$ cat config.mk
export PLATFORM = sky130hd
export DESIGN_NAME = coherency_unit
export DESIGN_NICKNAME = d
export VERILOG_FILES = /design/src/mesi_pkg.sv /design/src/coherency_unit.sv
export VERILOG_INCLUDE_DIRS = /design/src /design/src/src
export SDC_FILE = /design/constraint.sdc
export NUM_CORES = 1
export LEC_CHECK = 0
export ABC_CLOCK_PERIOD_IN_PS = 4300
export BUFFER_PORTS_ARGS = -buffer_cell sky130_fd_sc_hd__buf_4
export CAP_MARGIN = 5
export CORE_UTILIZATION = 61
export DETAILED_ROUTE_END_ITERATION = 10
export PLACE_DENSITY = 0.87
export SETUP_SLACK_MARGIN = 0.2
export SYNTH_ARGS = -nofsm -noshare
export SYNTH_HDL_FRONTEND = slang
export SYNTH_SLANG_ARGS = --single-unit
$ cat constraint.sdc
create_clock -name CLK -period 4.3 [get_ports CLK]
set_input_delay 0.43 -clock CLK [delete_from_list [all_inputs] [get_ports CLK]]
set_output_delay 0.43 -clock CLK [all_outputs]
set_load 0.005 [all_outputs]
$ cat src/mesi_defines.svh
/*
 * Build-time sizing for the MESI snoop controller
 * CPU count, line address width, line-state table sets and queue depth
 */
`ifndef MESI_DEFINES_SVH
`define MESI_DEFINES_SVH

// CPUs sharing the snoop bus
`define MESI_CPUS 2

// Cache-line address width
`define MESI_ADDR_W 32

// Sets in the line-state table, low address bits select the set
`define MESI_SETS 8

// Entries in the transaction queue
`define MESI_FIFO_DEPTH 4

`endif
$ cat src/mesi_pkg.sv
/*
 * MESI snoop controller types
 * Line states, bus operations and the queued bus transaction
 */
`default_nettype none
`include "mesi_defines.svh"

package mesi_pkg;

    // CPU index width, kept at one bit for a single-CPU build
    localparam int CPU_W = (`MESI_CPUS > 1) ? $clog2(`MESI_CPUS) : 1;

    typedef logic [CPU_W-1:0] cpu_idx_t;

    // Line state held per CPU, INVALID is the reset value
    typedef enum logic [1:0] {
        MODIFIED,
        EXCLUSIVE,
        SHARED,
        INVALID
    } mesi_state_t;

    typedef enum logic [1:0] {
        BUS_RD,     // Read miss
        BUS_RDX,    // Write miss, read for ownership
        BUS_EVICT   // Line replaced in the requester's cache
    } bus_op_t;

    // One queued bus transaction
    typedef struct packed {
        bus_op_t                 op;
        cpu_idx_t                cpu;   // Requesting CPU
        logic [`MESI_ADDR_W-1:0] addr;  // Line address
    } bus_txn_t;

endpackage

`default_nettype wire

$ cat src/coherency_unit.sv
/*
 * MESI coherency unit
 * Per-set line-state table, one tag and one state per CPU, updated from the
 * head transaction with snoop masks, requester grant and write-back request
 */
`default_nettype none
`include "mesi_defines.svh"

module coherency_unit
    import mesi_pkg::*;
(
    input  wire logic                 CLK,
    input  wire logic                 nRST,
    input  wire logic                 empty,
    input  wire bus_txn_t             head_txn,
    output logic                      pop,
    output logic                      resp_valid,
    output cpu_idx_t                  resp_cpu,
    output mesi_state_t               resp_state,
    output logic [`MESI_CPUS-1:0]     snoop_inv,
    output logic [`MESI_CPUS-1:0]     snoop_share,
    output logic                      l2_wen,
    output logic [`MESI_ADDR_W-1:0]   l2_addr
);

    localparam int SET_W = $clog2(`MESI_SETS);
    localparam int TAG_W = `MESI_ADDR_W - SET_W;

    typedef mesi_state_t [`MESI_CPUS-1:0] line_t;  // One state per CPU

    logic [TAG_W-1:0] tag_tbl   [`MESI_SETS];
    line_t            state_tbl [`MESI_SETS];

    logic [SET_W-1:0]          set_idx;
    logic [TAG_W-1:0]          req_tag;
    cpu_idx_t                  req_cpu;
    line_t                     cur_line;
    logic                      line_live;  // Some CPU holds the stored tag
    logic                      tag_hit;

    line_t                     nxt_line;
    logic [TAG_W-1:0]          nxt_tag;
    mesi_state_t               nxt_state;  // Requester's grant
    logic [`MESI_CPUS-1:0]     nxt_inv;
    logic [`MESI_CPUS-1:0]     nxt_share;
    logic                      nxt_wb;
    logic [`MESI_ADDR_W-1:0]   nxt_wb_addr;

    assign pop = !empty;  // One transaction per cycle

    assign set_idx  = head_txn.addr[SET_W-1:0];
    assign req_tag  = head_txn.addr[`MESI_ADDR_W-1:SET_W];
    assign req_cpu  = head_txn.cpu;
    assign cur_line = state_tbl[set_idx];
    assign tag_hit  = (tag_tbl[set_idx] == req_tag);

    always_comb begin
        line_live = 1'b0;
        for (int i = 0; i < `MESI_CPUS; i++)
            if (cur_line[i] != INVALID)
                line_live = 1'b1;
    end

    // MESI transaction step
    always_comb begin
        logic other_held;
        nxt_line    = cur_line;
        nxt_tag     = tag_tbl[set_idx];
        nxt_state   = INVALID;
        nxt_inv     = '0;
        nxt_share   = '0;
        nxt_wb      = 1'b0;
        nxt_wb_addr = head_txn.addr;  // Request's own line unless displaced
        other_held  = 1'b0;

        // Miss on another tag in this set pushes the old line out first
        if (head_txn.op != BUS_EVICT) begin
            nxt_tag = req_tag;
            if (line_live && !tag_hit) begin
                nxt_wb_addr = {tag_tbl[set_idx], set_idx};  // Old line's address
                for (int i = 0; i < `MESI_CPUS; i++) begin
                    if (cur_line[i] != INVALID) begin
                        nxt_inv[i]  = 1'b1;
                        nxt_wb      = nxt_wb || (cur_line[i] == MODIFIED);
                        nxt_line[i] = INVALID;
                    end
                end
            end
        end

        for (int i = 0; i < `MESI_CPUS; i++)
            if (cpu_idx_t'(i) != req_cpu && nxt_line[i] != INVALID)
                other_held = 1'b1;

        case (head_txn.op)
            BUS_RD: begin
                if (nxt_line[req_cpu] != INVALID) begin
                    nxt_state = nxt_line[req_cpu];  // Already a holder
                end else if (other_held) begin
                    for (int i = 0; i < `MESI_CPUS; i++) begin
                        if (nxt_line[i] != INVALID) begin
                            if (nxt_line[i] == MODIFIED)
                                nxt_wb = 1'b1;  // Owner flushes dirty copy
                            nxt_line[i]  = SHARED;
                            nxt_share[i] = 1'b1;
                        end
                    end
                    nxt_state = SHARED;
                end else begin
                    nxt_state = EXCLUSIVE;  // Sole copy
                end
                nxt_line[req_cpu] = nxt_state;
            end
            BUS_RDX: begin
                for (int i = 0; i < `MESI_CPUS; i++) begin
                    if (cpu_idx_t'(i) != req_cpu && nxt_line[i] != INVALID) begin
                        if (nxt_line[i] == MODIFIED)
                            nxt_wb = 1'b1;  // Dirty owner writes back
                        nxt_inv[i]  = 1'b1;
                        nxt_line[i] = INVALID;
                    end
                end
                nxt_state         = MODIFIED;
                nxt_line[req_cpu] = MODIFIED;
            end
            BUS_EVICT: begin
                if (line_live && tag_hit) begin  // Mismatching tag leaves the set alone
                    nxt_wb            = (cur_line[req_cpu] == MODIFIED);
                    nxt_line[req_cpu] = INVALID;
                end
            end
            default: ;  // Unused encoding
        endcase
    end

    // Table states and response strobes
    always_ff @(posedge CLK or negedge nRST) begin
        if (!nRST) begin
            resp_valid  <= 1'b0;
            l2_wen      <= 1'b0;
            snoop_inv   <= '0;
            snoop_share <= '0;
            for (int s = 0; s < `MESI_SETS; s++)
                for (int i = 0; i < `MESI_CPUS; i++)
                    state_tbl[s][i] <= INVALID;
        end else begin
            resp_valid  <= pop;
            l2_wen      <= pop && nxt_wb;
            snoop_inv   <= pop ? nxt_inv : '0;    // Masks only in the response cycle
            snoop_share <= pop ? nxt_share : '0;
            if (pop)
                state_tbl[set_idx] <= nxt_line;
        end
    end

    // Tags and response payload
    always_ff @(posedge CLK) begin
        if (pop) begin
            tag_tbl[set_idx] <= nxt_tag;
            resp_cpu         <= req_cpu;
            resp_state       <= nxt_state;
            l2_addr          <= nxt_wb_addr;
        end
    end

endmodule

`default_nettype wire

==> reports/summary.log <==
[logic_synthesis] asr flop ratio synth 0.125
[floorplanning] floorplan die width 148 microns
[finish] area used by sequential logic in the layout 9010 sq um
[clock_network] worst-skew pair later-pin latency 560 ps
[floorplanning] io pins 80
[clock_network] maximum level of the CTS H-tree 1
[sta] Max Transition Viols Final 0
[pwr] power density relative to cell area 480 nW/um^2
[worst_setup_path] CP endpoint kind register
[clock_network] root buf cell sky130_fd_sc_hd__clkbuf_16
[logic_synthesis] FF+latch count, synth 305
[sta] Finish-stage setup viols 0
[sta] RSZ-0062 raised after global routing false
[sta] worst rel slew slack 0.349
[finish] number of fill cells 1217
[sta] maximum achievable frequency 255 MHz
[grt] initial antenna violation count 0
[routing] total wirelength of the detailed-routed design 30.8 mm
[logic_synthesis] top area cells in the synthesized netlist sky130_fd_sc_hd__edfxtp_1 (62%), sky130_fd_sc_hd__dfstp_2 (6.5%), sky130_fd_sc_hd__mux4_2 (4.7%)
[hold_path] HP Class primary input to register
[clock_network] CTS Buffer Depth 3
[pwr] leak pwr 5.36 nW
[sta] final critical-path required period 3930 ps
[logic_synthesis] per-instance average area after synthesis 15.0 sq um
[finish] number of inserted diodes 0
[floorplanning] Die Outline Area 22000 sq um
[grt] total congestion overflow 0
[logic_synthesis] gate count of the mapped netlist 867
[clock_network] CTS sink count 305
[routing] DRT Pass-1 Iters 9
[floorplanning] vertical die dimension 148 microns
[clock_network] number of cells upsized or downsized after cts 0
[sta] total negative setup slack 0 ps
[sta] Final Hold Vio Count 0
[worst_setup_path] largest fanout on the critical path 42
[logic_synthesis] Mapped Area 13000 sq um
[pwr] largest vdd supply drop 0.352 mV
[finish] area overhead of the layout relative to synthesis 15.6%
[run_status] outcome finished with violations
[sta] Worst-Margin Slew 969 ps
[logic_synthesis] leading post-synthesis cells by instance count sky130_fd_sc_hd__edfxtp_1 (267), sky130_fd_sc_hd__nand2_1 (76), sky130_fd_sc_hd__mux2_2 (52)
[sta] skew final 28.9 ps
[place] Final HPWL DP 17.2 mm
[hold_path] cell depth of the worst hold path 2
[logic_synthesis] cell taking the most area after synthesis sky130_fd_sc_hd__edfxtp_1
[logic_synthesis] main flop type after synthesis sky130_fd_sc_hd__edfxtp_1
[sta] Tcrit/Tclk final 0.913
[worst_setup_path] Setup crit start kind primary input
[clock_network] number of buffers inserted to repair setup after CTS 0
[routing] total number of vias 8413
[worst_setup_path] CP Data Arrival Time 4340 ps
[routing] DRT iter0 DRCs 894
[clock_network] clock transition at the register clock pins on the worst setup and hold paths after CTS 60 ps
[finish] nets 998
[floorplanning] Initial Utilization 0.622
[flow_run] Max-cap violations 0
[routing] routed length per placed instance 24.5 microns
[place] GP Congestion 0.937
[logic_synthesis] number of enable flip-flop cells after synthesis 267
[sta] smallest setup slack after layout 373 ps
[floorplanning] number of core rows 53
[routing] average vias per placed instance 6.69
[place] count of input and output buffers 79
[logic_synthesis] net count after synthesis 905
[grt] global-route wire length before repair 47.0 mm
[logic_synthesis] count of yosys warnings during synthesis 0
[worst_setup_path] Crit Path Category primary input to register
[clock_network] number of buffers created by CTS 29
[routing] number of nets with antenna violations after routing 0
[clock_network] clock tree from TritonCTS yes
[logic_synthesis] area share of the largest cell type after synthesis 0.615
[grt] vias in the first global route 8387
[logic_synthesis] most frequent cell after synthesis sky130_fd_sc_hd__edfxtp_1
[logic_synthesis] synth unique cells 55
[worst_setup_path] logic depth of the worst register-to-register path 10
[floorplanning] Core Region 21000 sq um
[grt] largest net degree at the start of global routing 43
[worst_setup_path] WP data required 4710 ps
[place] Setup Slack @ Placement 20.9 ps
[run_status] violations in the final reports DRC
[finish] multi-input combinational cell area 3740 sq um
[grt] Total Routing Usage GR 0.285
[routing] DRC errors left 1
[finish] fraction of layout instances using a drive strength above 1 0.286
[logic_synthesis] sequential area share after synthesis 0.691
power by group:
part,internal (mW),total [mW],switching [mW]
combinational,0.321,0.819,0.497
sequential,3.48,3.55,0.0684
clock,1.77,2.86,1.09
total,5.57,7.22,1.65
worst max-delay path, cell delays in order:
cell	delay [ps]
sky130_fd_sc_hd__buf_4	310
sky130_fd_sc_hd__buf_12	300
sky130_fd_sc_hd__mux2_2	390
sky130_fd_sc_hd__o22ai_1	370
sky130_fd_sc_hd__or3_1	210
sky130_fd_sc_hd__o211ai_1	150
sky130_fd_sc_hd__or4_1	610
sky130_fd_sc_hd__nor4_4	550
sky130_fd_sc_hd__buf_12	230
sky130_fd_sc_hd__a21oi_2	60
sky130_fd_sc_hd__a211oi_2	520
sky130_fd_sc_hd__a21oi_1	190
final cells by class:
type | instances | area share
sequential | 305 | 0.598
multi-input combinational | 503 | 0.249
timing repair buffer | 109 | 0.0562
clock buffer | 31 | 0.0487
tap | 275 | 0.0229
clock inverter | 23 | 0.0225
inverter | 12 | 0.00299
state kept, by name (all words and copies together) (netlist names):
signal       cells
snoop_inv        2
tag_tbl        232
l2_addr         32
snoop_share      2
state_tbl       32
resp_state       2
resp_cpu         1
resp_valid       1
l2_wen           1
logic make-up after synthesis:
| kind of cell | count (synthesis) | share of synthesized area |
|---|---|---|
| AO/OA/AOI/OAI | 197 | 0.0937 |
| XOR/XNOR | 12 | 0.00807 |
| buffers and inverters | 59 | 0.0217 |
| flip-flops | 305 | 0.691 |
| multiplexers | 121 | 0.124 |
| AND/OR/NAND/NOR | 173 | 0.0609 |
worst paths after layout:
path / end / slack (ps) / start
worst max-delay path: state_tbl[12] / 370 / head_txn[0]
worst min-delay path: l2_wen / 160 / empty
worst max register to register: state_tbl[12] / 560 / tag_tbl[5][15]
worst min register to register: state_tbl[18] / 460 / state_tbl[18]
max in group asynchronous: state_tbl[25] / 3560 / nRST
min in group asynchronous: l2_wen / 380 / nRST
placed cells by master, fill, tap and decap left out, types with 3 or more instances in the layout:
cell type and count:
sky130_fd_sc_hd__bufinv_16 9, sky130_fd_sc_hd__o31ai_1 15, sky130_fd_sc_hd__dfstp_2 32, sky130_fd_sc_hd__nor3_1 3
sky130_fd_sc_hd__clkinv_1 6, sky130_fd_sc_hd__edfxtp_1 267, sky130_fd_sc_hd__nand2b_1 3, sky130_fd_sc_hd__dfrtp_1 6
sky130_fd_sc_hd__clkbuf_16 29, sky130_fd_sc_hd__a22oi_1 12, sky130_fd_sc_hd__nor2_1 45, sky130_fd_sc_hd__nand4_1 7
sky130_fd_sc_hd__inv_2 5, sky130_fd_sc_hd__inv_1 7, sky130_fd_sc_hd__a211oi_1 3, sky130_fd_sc_hd__buf_4 106
sky130_fd_sc_hd__o41ai_1 13, sky130_fd_sc_hd__o22ai_1 26, sky130_fd_sc_hd__or3_1 13, sky130_fd_sc_hd__or4_1 4
sky130_fd_sc_hd__xnor2_1 6, sky130_fd_sc_hd__xor2_1 6, sky130_fd_sc_hd__mux2i_1 39, sky130_fd_sc_hd__o21ai_1 16
sky130_fd_sc_hd__o21ai_0 50, sky130_fd_sc_hd__mux2_2 52, sky130_fd_sc_hd__nand3_1 5, sky130_fd_sc_hd__mux4_2 27
sky130_fd_sc_hd__nor2b_1 5, sky130_fd_sc_hd__a21oi_1 43, sky130_fd_sc_hd__clkinv_2 5, sky130_fd_sc_hd__nand2_1 76
metal layers:
metal	track usage	up-vias	wire length [microns]
li1	-	3583	-
met5	0	-	0
met4	0.129	0	1010
met2	0.458	582	15000
met1	0.385	4151	11600
met3	0.0512	97	3200
metrics by stage:
stage | instances | util | power, mW | cell area [sq um] | hold slack [ps]
CTS | 1258 | 0.719 | 7.22 | 15100 | 141
global placement | 1203 | 0.667 | 4.34 | 14000 | 402
detailed placement | 1203 | 0.667 | 4.39 | 14000 | 412
global route | 1258 | 0.719 | 7.43 | 15100 | 150
finish | 1258 | 0.719 | 7.22 | 15100 | 158
floorplan | 867 | - | 4.07 | 13000 | 134
timing repair:
item,4_1_cts,5_1_grt
endpoints found under the hold margin,6,0
hold buffers,1,0
setup endpoints to repair,0,0
Power figures use the tool's default switching activity.
