**src/mesi_defines.svh**
```systemverilog
/*
 * Build-time sizing for the MESI snoop controller
 * CPU count, line address width, line-state table sets and queue depth
 */
`ifndef MESI_DEFINES_SVH
`define MESI_DEFINES_SVH

// CPUs sharing the snoop bus
`define MESI_CPUS 2

// Cache-line address width
`define MESI_ADDR_W 32

// Sets in the line-state table, low address bits select the set
`define MESI_SETS 8

// Entries in the transaction queue
`define MESI_FIFO_DEPTH 4

`endif
```
**src/mesi_pkg.sv**
```systemverilog
/*
 * MESI snoop controller types
 * Line states, bus operations and the queued bus transaction
 */
`default_nettype none
`include "mesi_defines.svh"

package mesi_pkg;

    // CPU index width, kept at one bit for a single-CPU build
    localparam int CPU_W = (`MESI_CPUS > 1) ? $clog2(`MESI_CPUS) : 1;

    typedef logic [CPU_W-1:0] cpu_idx_t;

    // Line state held per CPU, INVALID is the reset value
    typedef enum logic [1:0] {
        MODIFIED,
        EXCLUSIVE,
        SHARED,
        INVALID
    } mesi_state_t;

    typedef enum logic [1:0] {
        BUS_RD,     // Read miss
        BUS_RDX,    // Write miss, read for ownership
        BUS_EVICT   // Line replaced in the requester's cache
    } bus_op_t;

    // One queued bus transaction
    typedef struct packed {
        bus_op_t                 op;
        cpu_idx_t                cpu;   // Requesting CPU
        logic [`MESI_ADDR_W-1:0] addr;  // Line address
    } bus_txn_t;

endpackage

`default_nettype wire

```
**src/txn_fifo.sv**
```systemverilog
/*
 * Synchronous transaction queue
 * Circular buffer with a parameterized payload type between arbiter and
 * coherency unit, push and pop together are accepted when full
 */
`default_nettype none
`include "mesi_defines.svh"

module txn_fifo
    import mesi_pkg::*;
#(
    parameter type payload_t = bus_txn_t
) (
    input  wire logic     CLK,
    input  wire logic     nRST,
    input  wire logic     push,
    input  wire payload_t push_data,
    input  wire logic     pop,
    output payload_t      head_data,
    output logic          full,
    output logic          empty
);

    localparam int DEPTH = `MESI_FIFO_DEPTH;
    localparam int PTR_W = (DEPTH > 1) ? $clog2(DEPTH) : 1;
    localparam int CNT_W = $clog2(DEPTH + 1);

    localparam logic [PTR_W-1:0] LAST_SLOT = PTR_W'(DEPTH - 1);
    localparam logic [CNT_W-1:0] FULL_CNT  = CNT_W'(DEPTH);

    payload_t         mem [DEPTH];
    logic [PTR_W-1:0] wr_ptr;
    logic [PTR_W-1:0] rd_ptr;
    logic [CNT_W-1:0] count;  // Entries held
    logic             do_push;
    logic             do_pop;

    assign do_pop  = pop && !empty;
    assign do_push = push && (!full || do_pop);  // Pop frees the slot this cycle

    assign full      = (count == FULL_CNT);
    assign empty     = (count == '0);
    assign head_data = mem[rd_ptr];  // Head visible right after the push edge

    always_ff @(posedge CLK or negedge nRST) begin
        if (!nRST) begin
            wr_ptr <= '0;
            rd_ptr <= '0;
            count  <= '0;
        end else begin
            if (do_push)
                wr_ptr <= (wr_ptr == LAST_SLOT) ? '0 : wr_ptr + 1'b1;
            if (do_pop)
                rd_ptr <= (rd_ptr == LAST_SLOT) ? '0 : rd_ptr + 1'b1;
            count <= count + CNT_W'(do_push) - CNT_W'(do_pop);
        end
    end

    // Storage
    always_ff @(posedge CLK) begin
        if (do_push)
            mem[wr_ptr] <= push_data;
    end

endmodule

`default_nettype wire

```
**config.mk**
```make
export PLATFORM = sky130hd
export DESIGN_NAME = txn_fifo
export DESIGN_NICKNAME = d
export VERILOG_FILES = /design/src/mesi_pkg.sv /design/src/txn_fifo.sv
export VERILOG_INCLUDE_DIRS = /design/src /design/src/src
export SDC_FILE = /design/constraint.sdc
export NUM_CORES = 1
export LEC_CHECK = 0
export ABC_AREA = 1
export BUFFER_PORTS_ARGS = -buffer_cell sky130_fd_sc_hd__buf_2
export CELL_PAD_IN_SITES_DETAIL_PLACEMENT = 0
export CELL_PAD_IN_SITES_GLOBAL_PLACEMENT = 1
export CORE_MARGIN = 3
export CORE_UTILIZATION = 44
export CTS_BUF_LIST = sky130_fd_sc_hd__clkbuf_4
export DETAILED_ROUTE_END_ITERATION = 7
export PLACE_DENSITY = 0.77
export SKIP_LAST_GASP = 1
export SYNTH_ARGS = -nofsm -noshare
export SYNTH_HDL_FRONTEND = slang
export SYNTH_SLANG_ARGS = --single-unit
```
**constraint.sdc**
```tcl
create_clock -name CLK -period 2.6 [get_ports CLK]
set_clock_uncertainty 0.1 [all_clocks]
set_input_delay 0.52 -clock CLK [delete_from_list [all_inputs] [get_ports CLK]]
set_output_delay 0.52 -clock CLK [all_outputs]
set_load 0.005 [all_outputs]
```
==> impl_metrics.py, run 1 <==
metrics = {
    "placed_design": {
        "gp_congestion": 0.786,
        "dp_cells": 667,
        "dpl.hpwl_um": 6570,
        "dp_slack_ns": 0.500,
        "io_buffers": 75,
    },
    "power": {
        "power_density_nw_per_um2": 1090,
        "ir_drop_mv": 0.488,
        "p_leak_nw": 2.44,
    },
    "setup_path": {
        "critPathLaunch": "rd_ptr[0]$_DFFE_PN0N_",
        "critPathLaunchType": "flip-flop",
        "cp-end-kind": "output port",
        "cp_data_arrival_time_ns": 1.81,
        "critPathKind": "flip-flop to output port",
        "cp.required_ns": 1.98,
        "path_max_fanout": 36,
        "reg2reg_from": "count[1]$_DFF_PN0_",
    },
    "logic_synthesis": {
        "synth-seq-cells": 147,
        "syn_area_um2": 5830,
        "synth_most_common_cell": "edfxtp_1",
        "synthTopCellsByArea": "edfxtp_1 (72%), o21ai_1 (9.1%), nor2_1 (7.1%)",
        "yosys_most_used_dff": "edfxtp_1",
        "ys_top_cells_by_count": "edfxtp_1 (140), nor2_1 (110), o21ai_1 (106)",
        "syn_inst": 429,
        "yosysSeqAreaShare_pct": 75.2,
        "syn-num-nets": 475,
        "ys_types": 22,
        "ys_warn_count": 0,
        "synthArstFlopShare_pct": 4.76,
        "synth-edff-count": 140,
        "yosys.area.top_type_share_pct": 72.2,
        "syn_avg_cell_area_um2": 13.6,
        "synth_area_leader_cell": "edfxtp_1",
    },
    "timing": {
        "tns_ns": 0,
        "fin_ws_ns": 0.173,
        "fin_crit_ns": 2.43,
        "slew_viol_final": 0,
        "max_freq_mhz": 412,
        "max_slew_margin_pct": 79.2,
        "fin_crit_sh_pct": 93.3,
        "hold_viol": 0,
        "setup_viol_count_final": 0,
        "rsz0062_at_grt": "yes",
        "worst_slew_pin_slew_ns": 0.312,
    },
    "route": {
        "drt-initial-drc-count": 228,
        "vias_per_cell": 4.92,
        "drtPass1Iterations": 5,
        "wl_per_cell_um": 15.4,
        "route.detailed.drc": 0,
        "postRouteAntennaNets": 0,
        "via_count": 3462,
        "wl_um": 10800,
    },
    "floorplanning": {
        "die_h_um": 121,
        "die-width_um": 121,
        "core_area_um2": 12800,
        "start_util_pct": 45.6,
        "die-area_um2": 14700,
        "pin_count": 76,
        "rows": 41,
    },
    "clock_network": {
        "root_buffer": "clkbuf_4",
        "cts.htree.levels": 4,
        "clockBufferDepth": 2,
        "insertion_delay_ns": 0.50,
        "clkSinkCount": 147,
        "numCtsBuffers": 17,
        "cts.clk_slew.worst_paths_ns": 0.13,
        "cts_tree": "done",
    },
    "global_routing": {
        "antenna_found_initial": 0,
        "grt_usage_pct": 15.3,
        "grt_overflow": 0,
        "grt_pass1_wl_um": 17100,
        "grt_pass1_vias": 3392,
        "grt_start_max_net_pins": 71,
    },
    "finish": {
        "layout.nets": 564,
        "fillers": 1100,
        "stdcell_count": 704,
        "drive_above_1_share_pct": 24.9,
        "syn_to_final_growth_pct": 14.9,
    },
    "run": {
        "cap_viol_max_count": 0,
    },
    "min_path": {
        "hp-class": "primary input to flip-flop",
        "hold_path.startpoint": "push_data[23]",
    },
    "status": {
        "status": "complete, no violations",
    },
}
[area by class of cell]
| type | instances | area (um^2) | area share [%] |
|---|---|---|---|
| Antenna cell | 1 | 2.50 | 0.0374 |
| Inverter | 13 | 67.6 | 1.01 |
| Timing Repair Buffer | 92 | 536 | 8.00 |
| Sequential cell | 147 | 4380 | 65.5 |
| Tap cell | 172 | 215 | 3.22 |
| Clock inverter | 12 | 156 | 2.34 |
| Clock buffer | 20 | 150 | 2.24 |
| Multi-Input combinational cell | 247 | 1180 | 17.7 |
[final timing paths]
kind | end | slack [ns] | cells after the start
worst max-delay path | head_data[9] | 0.17 | 6
worst min register to register | count[0]$_DFF_PN0_ | 0.44 | 1
worst min-delay path | mem[3][23]$_DFFE_PP_ | 0.12 | 1
worst max register to register | count[2]$_DFF_PN0_ | 0.76 | 7
max in group asynchronous | rd_ptr[0]$_DFFE_PN0N_ | 1.95 | 2
min in group asynchronous | rd_ptr[0]$_DFFE_PN0N_ | 0.27 | 2
[state kept, by name, summed over array words and instances (netlist names)]
signal and cells:
count 3, mem 140, rd_ptr 2, wr_ptr 2
[critical path, stage by stage (launching register included)]
cell and delay [ns]:
dfrtp_4 0.57, buf_12 0.23, nor2_1 0.07, nor2_1 0.09, o21ai_1 0.07, o21ai_1 0.10, buf_2 0.14
[cells by family after synthesis]
family | synth area share (%)
buf+inv | 5.07
simple gates | 8.87
fa+ha+maj | 1.63
compound gates | 9.11
flops | 75.2
xor+xnor | 0.150
[report_power, final]
part	switching, W	internal [W]	total, W
Sequential	0.000178	0.00311	0.00329
Clock	0.000787	0.000701	0.00149
Combinational	0.00155	0.000972	0.00252
[metal layers]
layer	part of all wire [%]	wire length, um	GRT usage [%]
met1	42	4570	19.5
met2	51	5550	25.1
met3	4.9	526	3.64
met4	1.8	190	6.66
met5	0	0	0
[layout by cell type, fill, tap and decap left out, drive strengths merged]
cell type	synthesis	routed
edfxtp	140	140
nor2	111	111
o21ai	106	106
buf	19	91
clkbuf	3	20
nand2	15	15
inv	13	14
dfrtp	7	7
ha	6	6
nand3	5	5
clkinvlp	0	4
clkinv	0	4
bufinv	0	3
diode	0	1
nand3b	1	1
xnor2	1	1
or2	1	1
fa	1	1
dlygate4sd3	0	1
[timing repair]
| item | in CTS | in global routing |
|---|---|---|
| endpoints found under the setup margin | 14 | 25 |
| setup buffers | 0 | 3 |
| endpoints found under the hold margin | 7 | 0 |
| hold buffers | 1 | 0 |
| gates resized for setup | 3 | 4 |
[through the flow]
| step | total power, W | cell area (um^2) | util (%) | hold slack (ns) |
|---|---|---|---|---|
| after global routing | 0.00783 | 6690 | 52.4 | 0.0539 |
| after global placement | 0.00577 | 6330 | 49.6 | 0.263 |
| after detailed placement | 0.00585 | 6330 | 49.6 | 0.268 |
| final | 0.00729 | 6690 | 52.4 | 0.120 |
| after CTS | 0.00737 | 6660 | 52.1 | 0.0550 |
| after floorplan | 0.00509 | 5830 | - | 0.124 |
No activity file was read; power rests on OpenSTA's default activity.
==> inputs of run 2 (changes only) <==
--- a/config.mk
+++ b/config.mk
@@ -8,10 +8,8 @@
 export LEC_CHECK = 0
 export ABC_AREA = 1
 export BUFFER_PORTS_ARGS = -buffer_cell sky130_fd_sc_hd__buf_2
-export CELL_PAD_IN_SITES_DETAIL_PLACEMENT = 0
-export CELL_PAD_IN_SITES_GLOBAL_PLACEMENT = 1
 export CORE_MARGIN = 3
-export CORE_UTILIZATION = 44
+export CORE_UTILIZATION = 54
 export CTS_BUF_LIST = sky130_fd_sc_hd__clkbuf_4
 export DETAILED_ROUTE_END_ITERATION = 7
 export PLACE_DENSITY = 0.77
==> constraint.sdc (replaced) <==
create_clock -name CLK -period 2 [get_ports CLK]
set_clock_uncertainty 0.1 [all_clocks]
set_input_delay 0.4 -clock CLK [delete_from_list [all_inputs] [get_ports CLK]]
set_output_delay 0.4 -clock CLK [all_outputs]
set_load 0.005 [all_outputs]
==> impl_metrics.py, run 2 (synthesis results as in run 1) <==
metrics = {
    "status": {
        "status": "complete, but fails checks",
        "violations": "setup timing",
    },
    "setup_path": {
        "critPathKind": "flip-flop to output port",
        "cp_data_arrival_time_ns": 1.79,
        "path_max_fanout": 27,
        "critPathLaunchType": "flip-flop",
        "cp.required_ns": 1.50,
        "cp-end-kind": "output port",
    },
    "power": {
        "p_sw_share_pct": 36.3,
        "p_int_w": 0.00628,
        "sequentialPowerShare_pct": 43.2,
        "power_density_nw_per_um2": 1370,
        "ir_drop_mv": 0.639,
        "p_leak_nw": 2.67,
        "clock_power_share_pct": 16.7,
        "power_switching_w": 0.00358,
        "power_frac_comb_pct": 40.1,
    },
    "timing": {
        "fin_ws_ns": -0.291,
        "holdWs_ns": 0.0813,
        "max_slew_margin_pct": 82.0,
        "fin_crit_ns": 2.29,
        "rsz0062_at_grt": "yes",
        "max_freq_mhz": 436,
        "slew_viol_final": 0,
        "setup_viol_count_final": 35,
        "worst_slew_pin_slew_ns": 0.269,
        "hold_viol": 0,
        "fin_crit_sh_pct": 115,
    },
    "route": {
        "wl_um": 11700,
        "wl_per_cell_um": 16.4,
        "postRouteAntennaNets": 0,
        "route.detailed.drc": 0,
        "vias_per_cell": 5.24,
        "via_count": 3730,
        "drtPass1Iterations": 4,
        "drt-initial-drc-count": 260,
    },
    "finish": {
        "syn_to_final_growth_pct": 23.6,
        "stdcell_count": 712,
        "top_register": "mem",
        "fillers": 737,
        "antenna_cells": 0,
        "layout_common_cells": "edfxtp_1 (140), o21ai_1 (106), nor2_1 (103), buf_2 (75), dlygate4sd3_1 (36)",
        "layout.nets": 609,
        "reg_top3": "mem x140, count x3",
        "drive_above_1_share_pct": 25.3,
        "largest_reg_flops": 140,
        "utilization_pct": 69.1,
        "final_common_cell": "edfxtp_1",
    },
    "placed_design": {
        "dpl.hpwl_um": 6640,
        "gp_congestion": 0.814,
        "io_buffers": 75,
        "dp_cells": 633,
    },
    "floorplanning": {
        "start_util_pct": 55.9,
        "die-width_um": 110,
        "pin_count": 76,
        "core_area_um2": 10400,
        "rows": 37,
        "die_h_um": 110,
        "die-area_um2": 12100,
    },
    "clock_network": {
        "cts_tree": "done",
        "cts.clk_slew.worst_paths_ns": 0.13,
        "insertion_delay_ns": 0.51,
        "clockBufferDepth": 2,
        "root_buffer": "clkbuf_4",
        "clkSinkCount": 147,
        "cts.htree.levels": 4,
        "numCtsBuffers": 17,
    },
    "global_routing": {
        "grt_pass1_vias": 3788,
        "grt_pass1_wl_um": 18400,
        "grt_start_max_net_pins": 40,
        "antenna_found_initial": 0,
        "grt_usage_pct": 20.7,
        "grt_overflow": 0,
    },
    "min_path": {
        "hp-class": "primary input to flip-flop",
    },
    "run": {
        "cap_viol_max_count": 0,
    },
}
==> run 2: cell count changes in the layout (fill, tap and decap cells not counted), sizes merged <==
cell         before  now
clkinvlp          4    3
dlygate4sd3       1   36
buf              91   99
clkbuf           20   18
diode             1    0
inv              14   19
bufinv            3    0
clkinv            4    7
==> run 2: timing repair <==
item,in CTS,in global routing
gates cloned,4,1
gates resized for setup,11,5
setup endpoints to repair,35,36
setup buffers,5,1
endpoints found under the hold margin,147,0
pin swaps,0,0
hold buffers,36,0
==> run 2: final timing paths <==
| check | start | to | slack (ns) | depth (start not counted) |
|---|---|---|---|---|
| max | rd_ptr[0]$_DFFE_PN0N_ | head_data[32] | -0.29 | 6 |
| min | pop | rd_ptr[1]$_DFFE_PN0N_ | 0.08 | 3 |
| max reg2reg | count[1]$_DFF_PN0_ | count[2]$_DFF_PN0_ | 0.21 | 7 |
| min reg2reg | count[0]$_DFF_PN0_ | count[0]$_DFF_PN0_ | 0.46 | 1 |
| max in group asynchronous | nRST | rd_ptr[0]$_DFFE_PN0N_ | 1.48 | 2 |
| min in group asynchronous | nRST | count[1]$_DFF_PN0_ | 0.14 | 2 |
==> run 2: layout make-up <==
class / count / area, um^2 / area share [%]
multi-input cells: 247 / 1200 / 16.6
well taps: 136 / 170 / 2.36
clock inverters: 15 / 124 / 1.72
repair inverters: 1 / 7.51 / 0.104
flip-flops and latches: 147 / 4380 / 60.9
inverters: 13 / 66.3 / 0.921
clock buffers: 17 / 128 / 1.77
repair buffers: 136 / 1120 / 15.6
==> run 2: per-stage QoR <==
stage          setup TNS [ns]  setup WS (ns)  power, W  cell area [um^2]
2_1_floorplan          -12.44        -0.0892   0.00661              5840
3_3_place_gp                0          0.260   0.00763              6380
3_5_place_dp                0          0.186   0.00774              6380
4_1_cts                 -9.16         -0.292   0.00984              7160
5_1_grt                -12.66         -0.396    0.0105              7200
6_report                -7.92         -0.291   0.00987              7200
==> run 2: power by group through the flow <==
stage,clock [W],sequential (W),combinational [W]
finish,0.00165,0.00426,0.00396
global route,0.00181,0.00431,0.00441
CTS,0.00167,0.00427,0.00390
detailed placement,0,0.00431,0.00343
global placement,0,0.00427,0.00336
floorplan,0,0.00425,0.00236
==> run 2: per-layer routing <==
layer	part of all wire (%)	global-route usage, %	vias up
met5	0	0	-
met2	52	34.6	137
met4	1.1	8.10	0
met1	39	25.7	1773
li1	-	-	1807
met3	7.6	5.46	13
==> run 2: worst max-delay path: stages, from the launching register on <==
cell     delay [ns]
dfrtp_2        0.55
buf_12         0.23
nor2_1         0.08
nor2_1         0.10
o21ai_1        0.10
o21ai_1        0.10
buf_2          0.13
